**src/source/dcache_pkg.sv**
```systemverilog
package dcache_pkg;

  // Cache geometry
  localparam int line_count = 64;
  localparam int line_bytes = 16;

  typedef logic [31:0] addr_t;
  typedef logic [$clog2(line_count)-1:0] index_t;
  typedef logic [21:0] tag_t;
  typedef logic [1:0] word_sel_t;
  typedef logic [31:0] word_t;
  typedef logic [line_bytes*8-1:0] line_t;
  typedef logic [3:0] word_mask_t;
  typedef logic [line_bytes-1:0] line_mask_t;

  typedef struct packed {
    logic       write;
    addr_t      addr;
    word_t      wdata;
    word_mask_t wmask;
  } cpu_req_t;

  typedef struct packed {
    word_t rdata;
    logic  hit;
  } cpu_resp_t;

  // Line reads carry the aligned address, word writes the word address
  typedef struct packed {
    logic       write;
    addr_t      addr;
    word_t      wdata;
    word_mask_t wmask;
  } mem_req_t;

  typedef enum logic [2:0] {
    idle, lookup, miss_req, miss_wait, fill, wt_req, wt_wait, respond
  } ctrl_state_t;

endpackage
```
**src/source/dcache_tag_array.sv**
```systemverilog
`timescale 1ns/100ps

module dcache_tag_array (
  input  logic               clk0,
  input  logic               init,
  input  logic               cs,
  input  logic               we,
  input  dcache_pkg::index_t index,
  input  dcache_pkg::tag_t   din,
  output dcache_pkg::tag_t   dout,
  output logic               valid
);

  logic               cs_q;
  logic               we_q;
  dcache_pkg::index_t index_q;
  dcache_pkg::tag_t   din_q;

  dcache_pkg::tag_t               tags [dcache_pkg::line_count];
  logic [dcache_pkg::line_count-1:0] valid_bits;

  always_ff @(posedge clk0 or posedge init) begin
    if (init) begin
      cs_q    <= 1'b0;
      we_q    <= 1'b0;
      index_q <= '0;
      din_q   <= '0;
    end else begin
      cs_q    <= cs;
      we_q    <= we;
      index_q <= index;
      din_q   <= din;
    end
  end

  // Tag storage written on the falling edge
  always_ff @(negedge clk0) begin
    if (cs_q && we_q) begin
      tags[index_q] <= din_q;
    end
  end

  always_ff @(negedge clk0 or posedge init) begin
    if (init) begin
      valid_bits <= '0;
      dout       <= '0;
      valid      <= 1'b0;
    end else if (cs_q) begin
      if (we_q) begin
        valid_bits[index_q] <= 1'b1;
      end else begin
        dout  <= tags[index_q];
        valid <= valid_bits[index_q];
      end
    end
  end

endmodule

```
**config.mk**
```make
export PLATFORM = sky130hd
export DESIGN_NAME = dcache_tag_array
export DESIGN_NICKNAME = d
export VERILOG_FILES = /design/src/source/dcache_pkg.sv /design/src/source/dcache_tag_array.sv
export SDC_FILE = /design/constraint.sdc
export NUM_CORES = 2
export LEC_CHECK = 0
export ABC_AREA = 1
export BUFFER_PORTS_ARGS = -buffer_cell sky130_fd_sc_hd__buf_4
export CAP_MARGIN = 10
export CORE_AREA = 3 3 466 468
export DETAILED_ROUTE_END_ITERATION = 8
export DIE_AREA = 0 0 469 471
export GPL_TIMING_DRIVEN = 0
export PLACE_DENSITY = 0.46
export REMOVE_ABC_BUFFERS = 1
export SLEW_MARGIN = 20
export SYNTH_ARGS = -nofsm -noshare
export SYNTH_HDL_FRONTEND = slang
export SYNTH_SLANG_ARGS = --single-unit
```
**constraint.sdc**
```tcl
create_clock -name clk0 -period 8.2 [get_ports clk0]
set_input_delay 0.41 -clock clk0 [delete_from_list [all_inputs] [get_ports clk0]]
set_output_delay 0.41 -clock clk0 [all_outputs]
set_load 0.02 [all_outputs]
```
==> flow_summary_export.csv <==
group,metric,value,unit
outcome,status,"finished, final reports clean",
pwr,switching_share,0.278,
final_layout,fillers,21100,
grt,track_usage,0.173,
placed_design,dpl-instance-area,70800,um^2
pwr,cellLeakagePower,0.0391,uW
sta,holdWs,136,ps
clock_network,clk_pin_slew,60,ps
floorplan,ioPinCount,55,
synthesis,ys_types,24,
grt,grt-ovfl-total,0,
critical_path,cp-start-kind,"flip-flop",
critical_path,r2r_setup_slack,210,ps
grt,grt_pass1_wl,283,mm
pwr,pwr-share-seq,0.432,
pwr,clockPowerShare,0.516,
pwr,ir_drop,0.199,mV
drt,drtIter0Drc,2919,
grt,grt_max_degree,108,
synthesis,synth_top_area_share,0.663,
drt,drt_pass1_iterations,5,
drt,vias,46000,
placed_design,numPortBuffers,54,
final_layout,fin_nets,7486,
critical_path,rr_startpoint,"index_q[0]",
pwr,combPwrFrac,0.052,
placed_design,gp_congestion,0.746,
sta,skew,95.4,ps
floorplan,coreArea,214000,um^2
floorplan,dieArea,221000,um^2
drt,wl,191,mm
synthesis,synth-seq-area-share,0.709,
pwr,switchingPower,5640,uW
sta,slew_violations,0,
grt,grt_pass1_vias,46700,
critical_path,cp.required,4670,ps
clock_network,cts_tree,"done",
placed_design,dpl.hpwl,116,mm
clock_network,cts_sinks,1525,
sta,grt_setup_unrepaired,"no",
sta,setup_viol,0,
critical_path,rr_worst_depth,14,
grt,antenna_found_initial,3,
final_layout,fin_area,82800,um^2
critical_path,path_max_fanout,107,
sta,slew_headroom,0.340,
synthesis,synth-seq-cells,1525,
floorplan,fp-row-count,170,
synthesis,synthCells,5873,
clock_network,clk_latency,800,ps
final_layout,multi_input_area,14000,um^2
pwr,power_density,245,nW/um^2
synthesis,postSynthAreaPerCell,10.9,um^2
sta,worstMarginPinSlew,989,ps
final_layout,syn2layout_area_growth,29.8,%
clock_network,cts_made_buffers,176,
final_layout,drive_gt1_frac,0.101,
synthesis,synth_area_leader_cell,"edfxtp_1",
critical_path,r2r_end,"dout[21]",
clock_network,clockRootBuffer,"clkbuf_16",
synthesis,syn_area,63800,um^2
drt,drtAntennaViolNets,0,
drt,wire_per_inst,18.3,um
floorplan,die_h,471,um
critical_path,end_kind,"flip-flop",
clock_network,clock_path_buffers,3,
sta,hold_violations,0,
synthesis,synth-warning-count,0,
critical_path,cp.arrival,4450,ps
hold_path,hp-class,"primary input to async pin",
drt,drc,0,
run,cap_violations,0,
floorplan,dieWidth,469,um
final_layout,regArea,45300,um^2
critical_path,critPathKind,"flip-flop to flip-flop",
pwr,internal_power,14600,uW
drt,post_drt_via_cell_ratio,4.41,
clock_network,htreeDepth,4,
synthesis,yosys-top-cells-area,"edfxtp_1 (66%), nand2_1 (8.9%), inv_1 (6.2%)",
floorplan,start_util,0.298,
[state kept, by name, summed over array words and instances (netlist names)]
register    count
we_q            1
din_q          22
dout           22
index_q         6
tags         1408
valid           1
valid_bits     64
cs_q            1
[synth_stat cells, drive strengths merged]
| cell type | n |
|---|---|
| dfrtn | 87 |
| a21oi | 3 |
| buf | 211 |
| nand2 | 1513 |
| or2 | 108 |
| edfxtp | 1408 |
| nor3 | 8 |
| nand3 | 456 |
| o21ai | 242 |
| inv | 1056 |
| o211ai | 204 |
| nor2 | 477 |
| clkbuf | 70 |
| dfrtp | 30 |
[per-stage QoR]
step                      setup slack (ps)  setup TNS [ps]  total power [uW]  cells   util
after floorplan                     -31670               -             10500   5592      -
after global placement              -87950               -             11100   8484  0.310
after detailed placement             -1250         -519510             10900   8644  0.331
after CTS                             17.1               0             20600  10400  0.387
after global routing                  75.5               0             21700  10400  0.387
final                                  214               0             20300  10400  0.387
[power groups by stage]
stage	clock network, uW	registers, uW	logic (uW)
after floorplan	1010	8910	578
after global routing	11700	8750	1170
after detailed placement	1010	8860	1030
after global placement	1010	9020	1060
after CTS	10800	8760	1080
final	10500	8760	1060
[kinds of logic after synthesis]
logic type      synth area share
compound gates            0.0432
buf+inv                   0.0837
flops                      0.709
simple gates               0.164
[worst max-delay path: stages, from the launching register on]
cell	delay (ps)
dfrtp_4	440
buf_12	220
buf_16	280
clkinv_16	230
buf_16	270
buf_16	240
or2_2	400
nand2_1	60
nand2_1	50
o21ai_0	220
nand2_1	180
nor2_1	350
nand3_2	260
nand2_1	120
inv_1	40
[worst max path at each step]
stage               startpoint        endpoint  slack, ps  cells past startpoint
floorplan           index_q[0]  valid_bits[54]     -31670                      4
global placement    index_q[0]  valid_bits[34]     -87950                      4
detailed placement  index_q[0]         dout[2]      -1250                     15
CTS                 index_q[0]        dout[19]         20                     15
global route        index_q[0]        dout[21]         80                     14
finish              index_q[0]        dout[21]        210                     14
[what timing repair did]
action | in CTS | in global routing
pin swaps | 11 | 0
hold buffers | 31 | 0
gates cloned | 5 | 0
resized for setup | 60 | 4
endpoints found under the hold margin | 60 | 0
buffers inserted | 25 | 2
endpoints found under the setup margin | 887 | 96
[cell type report]
| type | instances | area share |
|---|---|---|
| inverter | 1055 | 0.0483 |
| tap | 2838 | 0.0429 |
| clock inverter | 1528 | 0.0777 |
| multi-input combinational | 3011 | 0.169 |
| antenna | 4 | 0.000121 |
| timing repair buffer | 277 | 0.0592 |
| sequential | 1525 | 0.547 |
| clock buffer | 192 | 0.0558 |
[routing by layer]
| metal | global-route usage | wire, um | vias up |
|---|---|---|---|
| met1 | 0.217 | 83200 | 22400 |
| met5 | 0 | 0 | - |
| met2 | 0.279 | 93800 | 1084 |
| met4 | 0.0799 | 4980 | 0 |
| li1 | - | - | 22200 |
| met3 | 0.0431 | 8980 | 250 |
[placed cells by master (no fill, tap or decap), drive strengths merged]
cell type    instances
or2                108
dfrtn               87
nand3              456
dlygate4sd3         31
a21oi                3
nor3                 8
diode                4
o21ai              242
bufinv              22
dfrtp               30
buf                241
clkinv              21
clkbuf             192
clkinvlp            37
inv               2503
o211ai             204
nor2               477
bufbuf               5
edfxtp            1408
nand2             1513
Power figures use the tool's default switching activity.
