[src/source/dcache_pkg.sv]
package dcache_pkg;

  // Cache geometry
  localparam int line_count = 64;
  localparam int line_bytes = 16;

  typedef logic [31:0] addr_t;
  typedef logic [$clog2(line_count)-1:0] index_t;
  typedef logic [21:0] tag_t;
  typedef logic [1:0] word_sel_t;
  typedef logic [31:0] word_t;
  typedef logic [line_bytes*8-1:0] line_t;
  typedef logic [3:0] word_mask_t;
  typedef logic [line_bytes-1:0] line_mask_t;

  typedef struct packed {
    logic       write;
    addr_t      addr;
    word_t      wdata;
    word_mask_t wmask;
  } cpu_req_t;

  typedef struct packed {
    word_t rdata;
    logic  hit;
  } cpu_resp_t;

  // Line reads carry the aligned address, word writes the word address
  typedef struct packed {
    logic       write;
    addr_t      addr;
    word_t      wdata;
    word_mask_t wmask;
  } mem_req_t;

  typedef enum logic [2:0] {
    idle, lookup, miss_req, miss_wait, fill, wt_req, wt_wait, respond
  } ctrl_state_t;

endpackage
[src/source/dcache_ctrl.sv]
`timescale 1ns/100ps

module dcache_ctrl (
  input  logic                   clk0,
  input  logic                   init,
  input  logic                   cpu_req_valid,
  input  dcache_pkg::cpu_req_t   cpu_req,
  output logic                   cpu_ready,
  output logic                   cpu_resp_valid,
  output dcache_pkg::cpu_resp_t  cpu_resp,
  output logic                   mem_req_valid,
  output dcache_pkg::mem_req_t   mem_req,
  input  logic                   mem_resp_valid,
  input  dcache_pkg::line_t      mem_rdata,
  output logic                   sram_csb,
  output logic                   sram_web,
  output dcache_pkg::index_t     sram_addr,
  output dcache_pkg::line_mask_t sram_wmask,
  output dcache_pkg::line_t      sram_din,
  input  dcache_pkg::line_t      sram_dout,
  output logic                   tag_cs,
  output logic                   tag_we,
  output dcache_pkg::index_t     tag_index,
  output dcache_pkg::tag_t       tag_din,
  input  dcache_pkg::tag_t       tag_dout,
  input  logic                   tag_valid
);

  dcache_pkg::ctrl_state_t state;
  dcache_pkg::ctrl_state_t state_next;
  dcache_pkg::cpu_req_t    req_q;
  dcache_pkg::line_t       line_q;
  dcache_pkg::word_t       rdata_q;
  logic                    hit_q;

  dcache_pkg::index_t      req_index;
  dcache_pkg::tag_t        req_tag;
  dcache_pkg::word_sel_t   req_word;
  logic                    hit;

  assign req_index = req_q.addr[9:4];
  assign req_tag   = req_q.addr[31:10];
  assign req_word  = req_q.addr[3:2];

  // Stored tag compare used in lookup
  assign hit = tag_valid && (tag_dout == req_tag);

  always_comb begin
    state_next = state;
    case (state)
      dcache_pkg::idle:      if (cpu_req_valid) state_next = dcache_pkg::lookup;
      dcache_pkg::lookup: begin
        if (req_q.write) begin
          state_next = dcache_pkg::wt_req;
        end else if (hit) begin
          state_next = dcache_pkg::respond;
        end else begin
          state_next = dcache_pkg::miss_req;
        end
      end
      dcache_pkg::miss_req:  state_next = dcache_pkg::miss_wait;
      dcache_pkg::miss_wait: if (mem_resp_valid) state_next = dcache_pkg::fill;
      dcache_pkg::fill:      state_next = dcache_pkg::respond;
      dcache_pkg::wt_req:    state_next = dcache_pkg::wt_wait;
      dcache_pkg::wt_wait:   if (mem_resp_valid) state_next = dcache_pkg::respond;
      default:               state_next = dcache_pkg::idle;
    endcase
  end

  always_ff @(posedge clk0 or posedge init) begin
    if (init) begin
      state <= dcache_pkg::idle;
      hit_q <= 1'b0;
    end else begin
      state <= state_next;
      if (state == dcache_pkg::lookup) begin
        hit_q <= hit;
      end
    end
  end

  // Request, fill line and load data
  always_ff @(posedge clk0) begin
    if (state == dcache_pkg::idle && cpu_req_valid) begin
      req_q <= cpu_req;
    end
    if (state == dcache_pkg::miss_wait && mem_resp_valid) begin
      line_q <= mem_rdata;
    end
    if (state == dcache_pkg::lookup) begin
      rdata_q <= sram_dout[req_word*32 +: 32];
    end else if (state == dcache_pkg::fill) begin
      rdata_q <= line_q[req_word*32 +: 32];
    end
  end

  // Array ports
  always_comb begin
    sram_csb   = 1'b1;
    sram_web   = 1'b1;
    sram_addr  = req_index;
    sram_wmask = dcache_pkg::line_mask_t'(req_q.wmask) << (req_word * 4);
    sram_din   = {4{req_q.wdata}};
    tag_cs     = 1'b0;
    tag_we     = 1'b0;
    tag_index  = req_index;
    case (state)
      dcache_pkg::idle: begin
        // Start both reads as the request is taken
        sram_csb  = !cpu_req_valid;
        sram_addr = cpu_req.addr[9:4];
        tag_cs    = cpu_req_valid;
        tag_index = cpu_req.addr[9:4];
      end
      dcache_pkg::lookup: begin
        if (req_q.write && hit) begin
          sram_csb = 1'b0;
          sram_web = 1'b0;
        end
      end
      dcache_pkg::fill: begin
        sram_csb   = 1'b0;
        sram_web   = 1'b0;
        sram_wmask = '1;
        sram_din   = line_q;
        tag_cs     = 1'b1;
        tag_we     = 1'b1;
      end
      default: ;
    endcase
  end

  assign tag_din = req_tag;

  assign cpu_ready      = (state == dcache_pkg::idle);
  assign cpu_resp_valid = (state == dcache_pkg::respond);
  assign cpu_resp.rdata = rdata_q;
  assign cpu_resp.hit   = hit_q;

  assign mem_req_valid = (state == dcache_pkg::miss_req) || (state == dcache_pkg::wt_req);
  assign mem_req.write = req_q.write;
  // Line address for fills, word address for write-through
  assign mem_req.addr  = req_q.write ? {req_q.addr[31:2], 2'b00} : {req_q.addr[31:4], 4'h0};
  assign mem_req.wdata = req_q.wdata;
  assign mem_req.wmask = req_q.wmask;

endmodule

[config.mk]
export PLATFORM = sky130hd
export DESIGN_NAME = dcache_ctrl
export DESIGN_NICKNAME = d
export VERILOG_FILES = /design/src/source/dcache_pkg.sv /design/src/source/dcache_ctrl.sv
export SDC_FILE = /design/constraint.sdc
export NUM_CORES = 1
export LEC_CHECK = 0
export BUFFER_PORTS_ARGS = -buffer_cell sky130_fd_sc_hd__buf_2
export CAP_MARGIN = 20
export CORE_AREA = 2 2 249 251
export CTS_BUF_LIST = sky130_fd_sc_hd__clkbuf_4 sky130_fd_sc_hd__clkbuf_8
export CTS_CLUSTER_DIAMETER = 50
export CTS_CLUSTER_SIZE = 20
export DETAILED_ROUTE_END_ITERATION = 7
export DIE_AREA = 0 0 251 253
export PLACE_DENSITY = 0.49
export RECOVER_POWER = 25
export SETUP_SLACK_MARGIN = 0.3
export SLEW_MARGIN = 5
export SYNTH_ARGS = -nofsm -noshare
export SYNTH_HDL_FRONTEND = slang
export SYNTH_SLANG_ARGS = --single-unit
[constraint.sdc]
create_clock -name clk0 -period 9.6 [get_ports clk0]
set_input_delay 1.92 -clock clk0 [delete_from_list [all_inputs] [get_ports clk0]]
set_output_delay 1.92 -clock clk0 [all_outputs]
set_load 0.01 [all_outputs]
==> out/qor.csv <==
metric,value,unit
run status,completed,
Post-CTS Hold Buffers,0,
"worst slack, placed",4.14,ns
register area share after synthesis,59.2,%
postcts setup bufs,0,
DRC,0,
CTS tree,built,
DP HPWL,32500,um
Arrival @ worst endpoint,3.51,ns
1st-pass router iterations,7,
Synth cell types,36,
Hold WC Path Type,register to register,
multi-input logic area,3790,um2
maximum vdd ir drop,118,uV
max-slew violation count,0,
Slew @ Worst Pin,0.970,ns
gp weighted congestion,0.876,
number of global-route vias before repair,9067,
Synth-to-Final Area Change,35.0,%
Via Count,8627,
CTS Buf Count,37,
cts repair resizes,0,
DR WL/cell,20.7,um
post-route minimum period,5.43,ns
"CTS clk-pin slew, worst paths",0.07,ns
r2r setup slk,6.67,ns
Synth area leader,edfxtp_1,
I/O pin total,639,
synthesized flop and latch total,231,
final hold violation count,0,
Worst R2R End,tag_din[17],
row count,91,
Crit. End Element,primary output,
Core ar.,61000,um2
Max Fanout on Critical Path,5,
Total GRT Usage,12.9,%
Worst setup SP type,input port,
Starting Density,19.1,%
max frequency,0.184,GHz
Final Setup Violations,0,
hold wc startpoint,hit_q,
yosys synthesis warning count,0,
first-pass GRT wire length,60100,um
Tcrit/Tclk final,56.5,%
CTS max path bufs,3,
R2R depth,3,
pin count of the biggest net entering global routing,80,
Layout fillers,6464,
Post-Synthesis Cells,734,
cells taking the most area after synthesis,"edfxtp_1 (58%), mux4_1 (8.6%), a21o_1 (8.2%), buf_4 (6.2%), mux4_2 (5.0%)",
hold path cells,2,
# port buffers,634,
Mean Syn Cell Area,15.9,um2
Synth top area share,58.4,%
worst r2r src,state[2],
Netlist Area Pre-Place,11700,um2
share of layout cells above drive strength 1,59.6,%
final worst slack,4.17,ns
register area,6920,um2
Routed Antenna Nets,0,
slew margin rel.,35.3,%
DR vias/cell,4.11,
Routed WL,43500,um
Setup TNS Final,0,ns
Root Buffer,clkbuf_8,
RSZ-0062 raised after global routing,no,
critical path data required time,7.68,ns
clk_lat worst skew,0.59,ns
WHS Endpoint,hit_q,
Pwr Density,230,nW/um2
die width,251,um
Num Clock Sinks,231,
Setup Skew,0.0265,ns
Die Y-Extent,253,um
LEAKAGE,0.00716,uW
Die Footprint,63500,um2
antenna violations before repair,5,
CP Class,input port to primary output,
# H-tree levels,2,
max_cap viols,0,
post-layout net count,1633,
global route total overflow,0,
Iter 0 DRT Violations,569,
-- registers in the layout (all words and copies together), names as in the netlist --
register / cells
hit_q: 1
line_q: 128
mem_req: 37
rdata_q: 32
req_index: 6
req_q: 2
state: 3
tag_din: 22
-- cells in the mapped netlist --
cell and instances:
clkbuf_1 11, nand2_1 32, buf_2 17, nor2_1 4
o21a_1 2, nand3b_1 1, mux4_2 26, nor3_2 1
buf_1 2, o21ba_2 1, nor4_1 2, nor2_2 1
edfxtp_1 227, nand2b_1 3, and2b_1 1, nand4_1 4
nand3_1 8, mux4_1 38, buf_4 96, a21o_1 128
nor2b_1 3, conb_1 1, and2_1 35, and3_1 2
mux2_2 38, o22ai_1 1, buf_6 7, nor3_1 2
dfrtp_1 4, a21oi_1 4, inv_1 2, xor2_1 7
o21ai_0 3, nand2_2 1, clkbuf_8 4, xnor2_1 15
-- cell type report --
| class | instances | area share, % |
|---|---|---|
| Antenna cell | 1 | 0.0159 |
| Clock buffer | 40 | 3.45 |
| Clock inverter | 26 | 1.76 |
| Inverter | 2 | 0.0635 |
| Multi-Input combinational cell | 365 | 24.0 |
| Sequential cell | 231 | 43.9 |
| Tap cell | 790 | 6.27 |
| Timing Repair Buffer | 644 | 20.6 |
-- logic make-up after synthesis --
group                  Yosys count  synth area share [%]
XOR/XNOR                        22                  1.65
multiplexers                   102                  17.2
AND/OR/NAND/NOR                100                  4.53
AO/OA/AOI/OAI                  139                  8.80
buffers and inverters          139                  8.53
flip-flops                     231                  59.2
other                            1                0.0321
-- critical path: stages --
cell	delay (ns)
buf_2	0.11
xnor2_1	0.18
nand4_1	0.23
nor4_1	0.40
nand3_1	0.26
o21ba_2	0.27
buf_2	0.13
-- how the worst max path moves through the flow --
stage,from,end
after floorplan,mem_resp_valid,line_q[0]
after global placement,tag_dout[17],sram_csb
after detailed placement,tag_dout[17],sram_csb
after CTS,tag_dout[17],sram_csb
after global routing,tag_dout[17],sram_csb
final,tag_dout[17],sram_csb
-- cell usage in the layout (no fill, tap or decap), drive strengths merged, types with 10 or more instances in the layout --
cell type  instances
a21o             128
buf              641
mux2              38
and2              35
nand2             33
clkbuf            43
clkinv            10
edfxtp           227
xnor2             15
mux4              64
-- stage by stage --
step                std cells  utilization, %  instance area [um2]  hold slack [ns]  power, uW
floorplan                 735               -                11700            0.450       2160
global placement         2032            24.5                14900            0.462       2690
detailed placement       2032            24.5                14900            0.479       2710
CTS                      2098            25.8                15800            0.496       3700
global route             2099            25.8                15800            0.514       3810
finish                   2099            25.8                15800            0.491       3620
-- routing by layer --
| metal | up-vias | share of wire, % | GRT usage [%] |
|---|---|---|---|
| met4 | 0 | 2.6 | 4.44 |
| li1 | 3869 | - | - |
| met1 | 4242 | 37 | 14.3 |
| met2 | 449 | 52 | 23.3 |
| met5 | - | 0 | 0 |
| met3 | 67 | 7.9 | 3.82 |
-- where the power goes --
group | switching (uW) | leakage, uW | internal [uW]
logic | 730 | 0.00464 | 520
clock network | 479 | 0.000400 | 488
registers | 89.0 | 0.00211 | 1320
total | 1300 | 0.00716 | 2320
No activity file was read; power rests on OpenSTA's default activity.
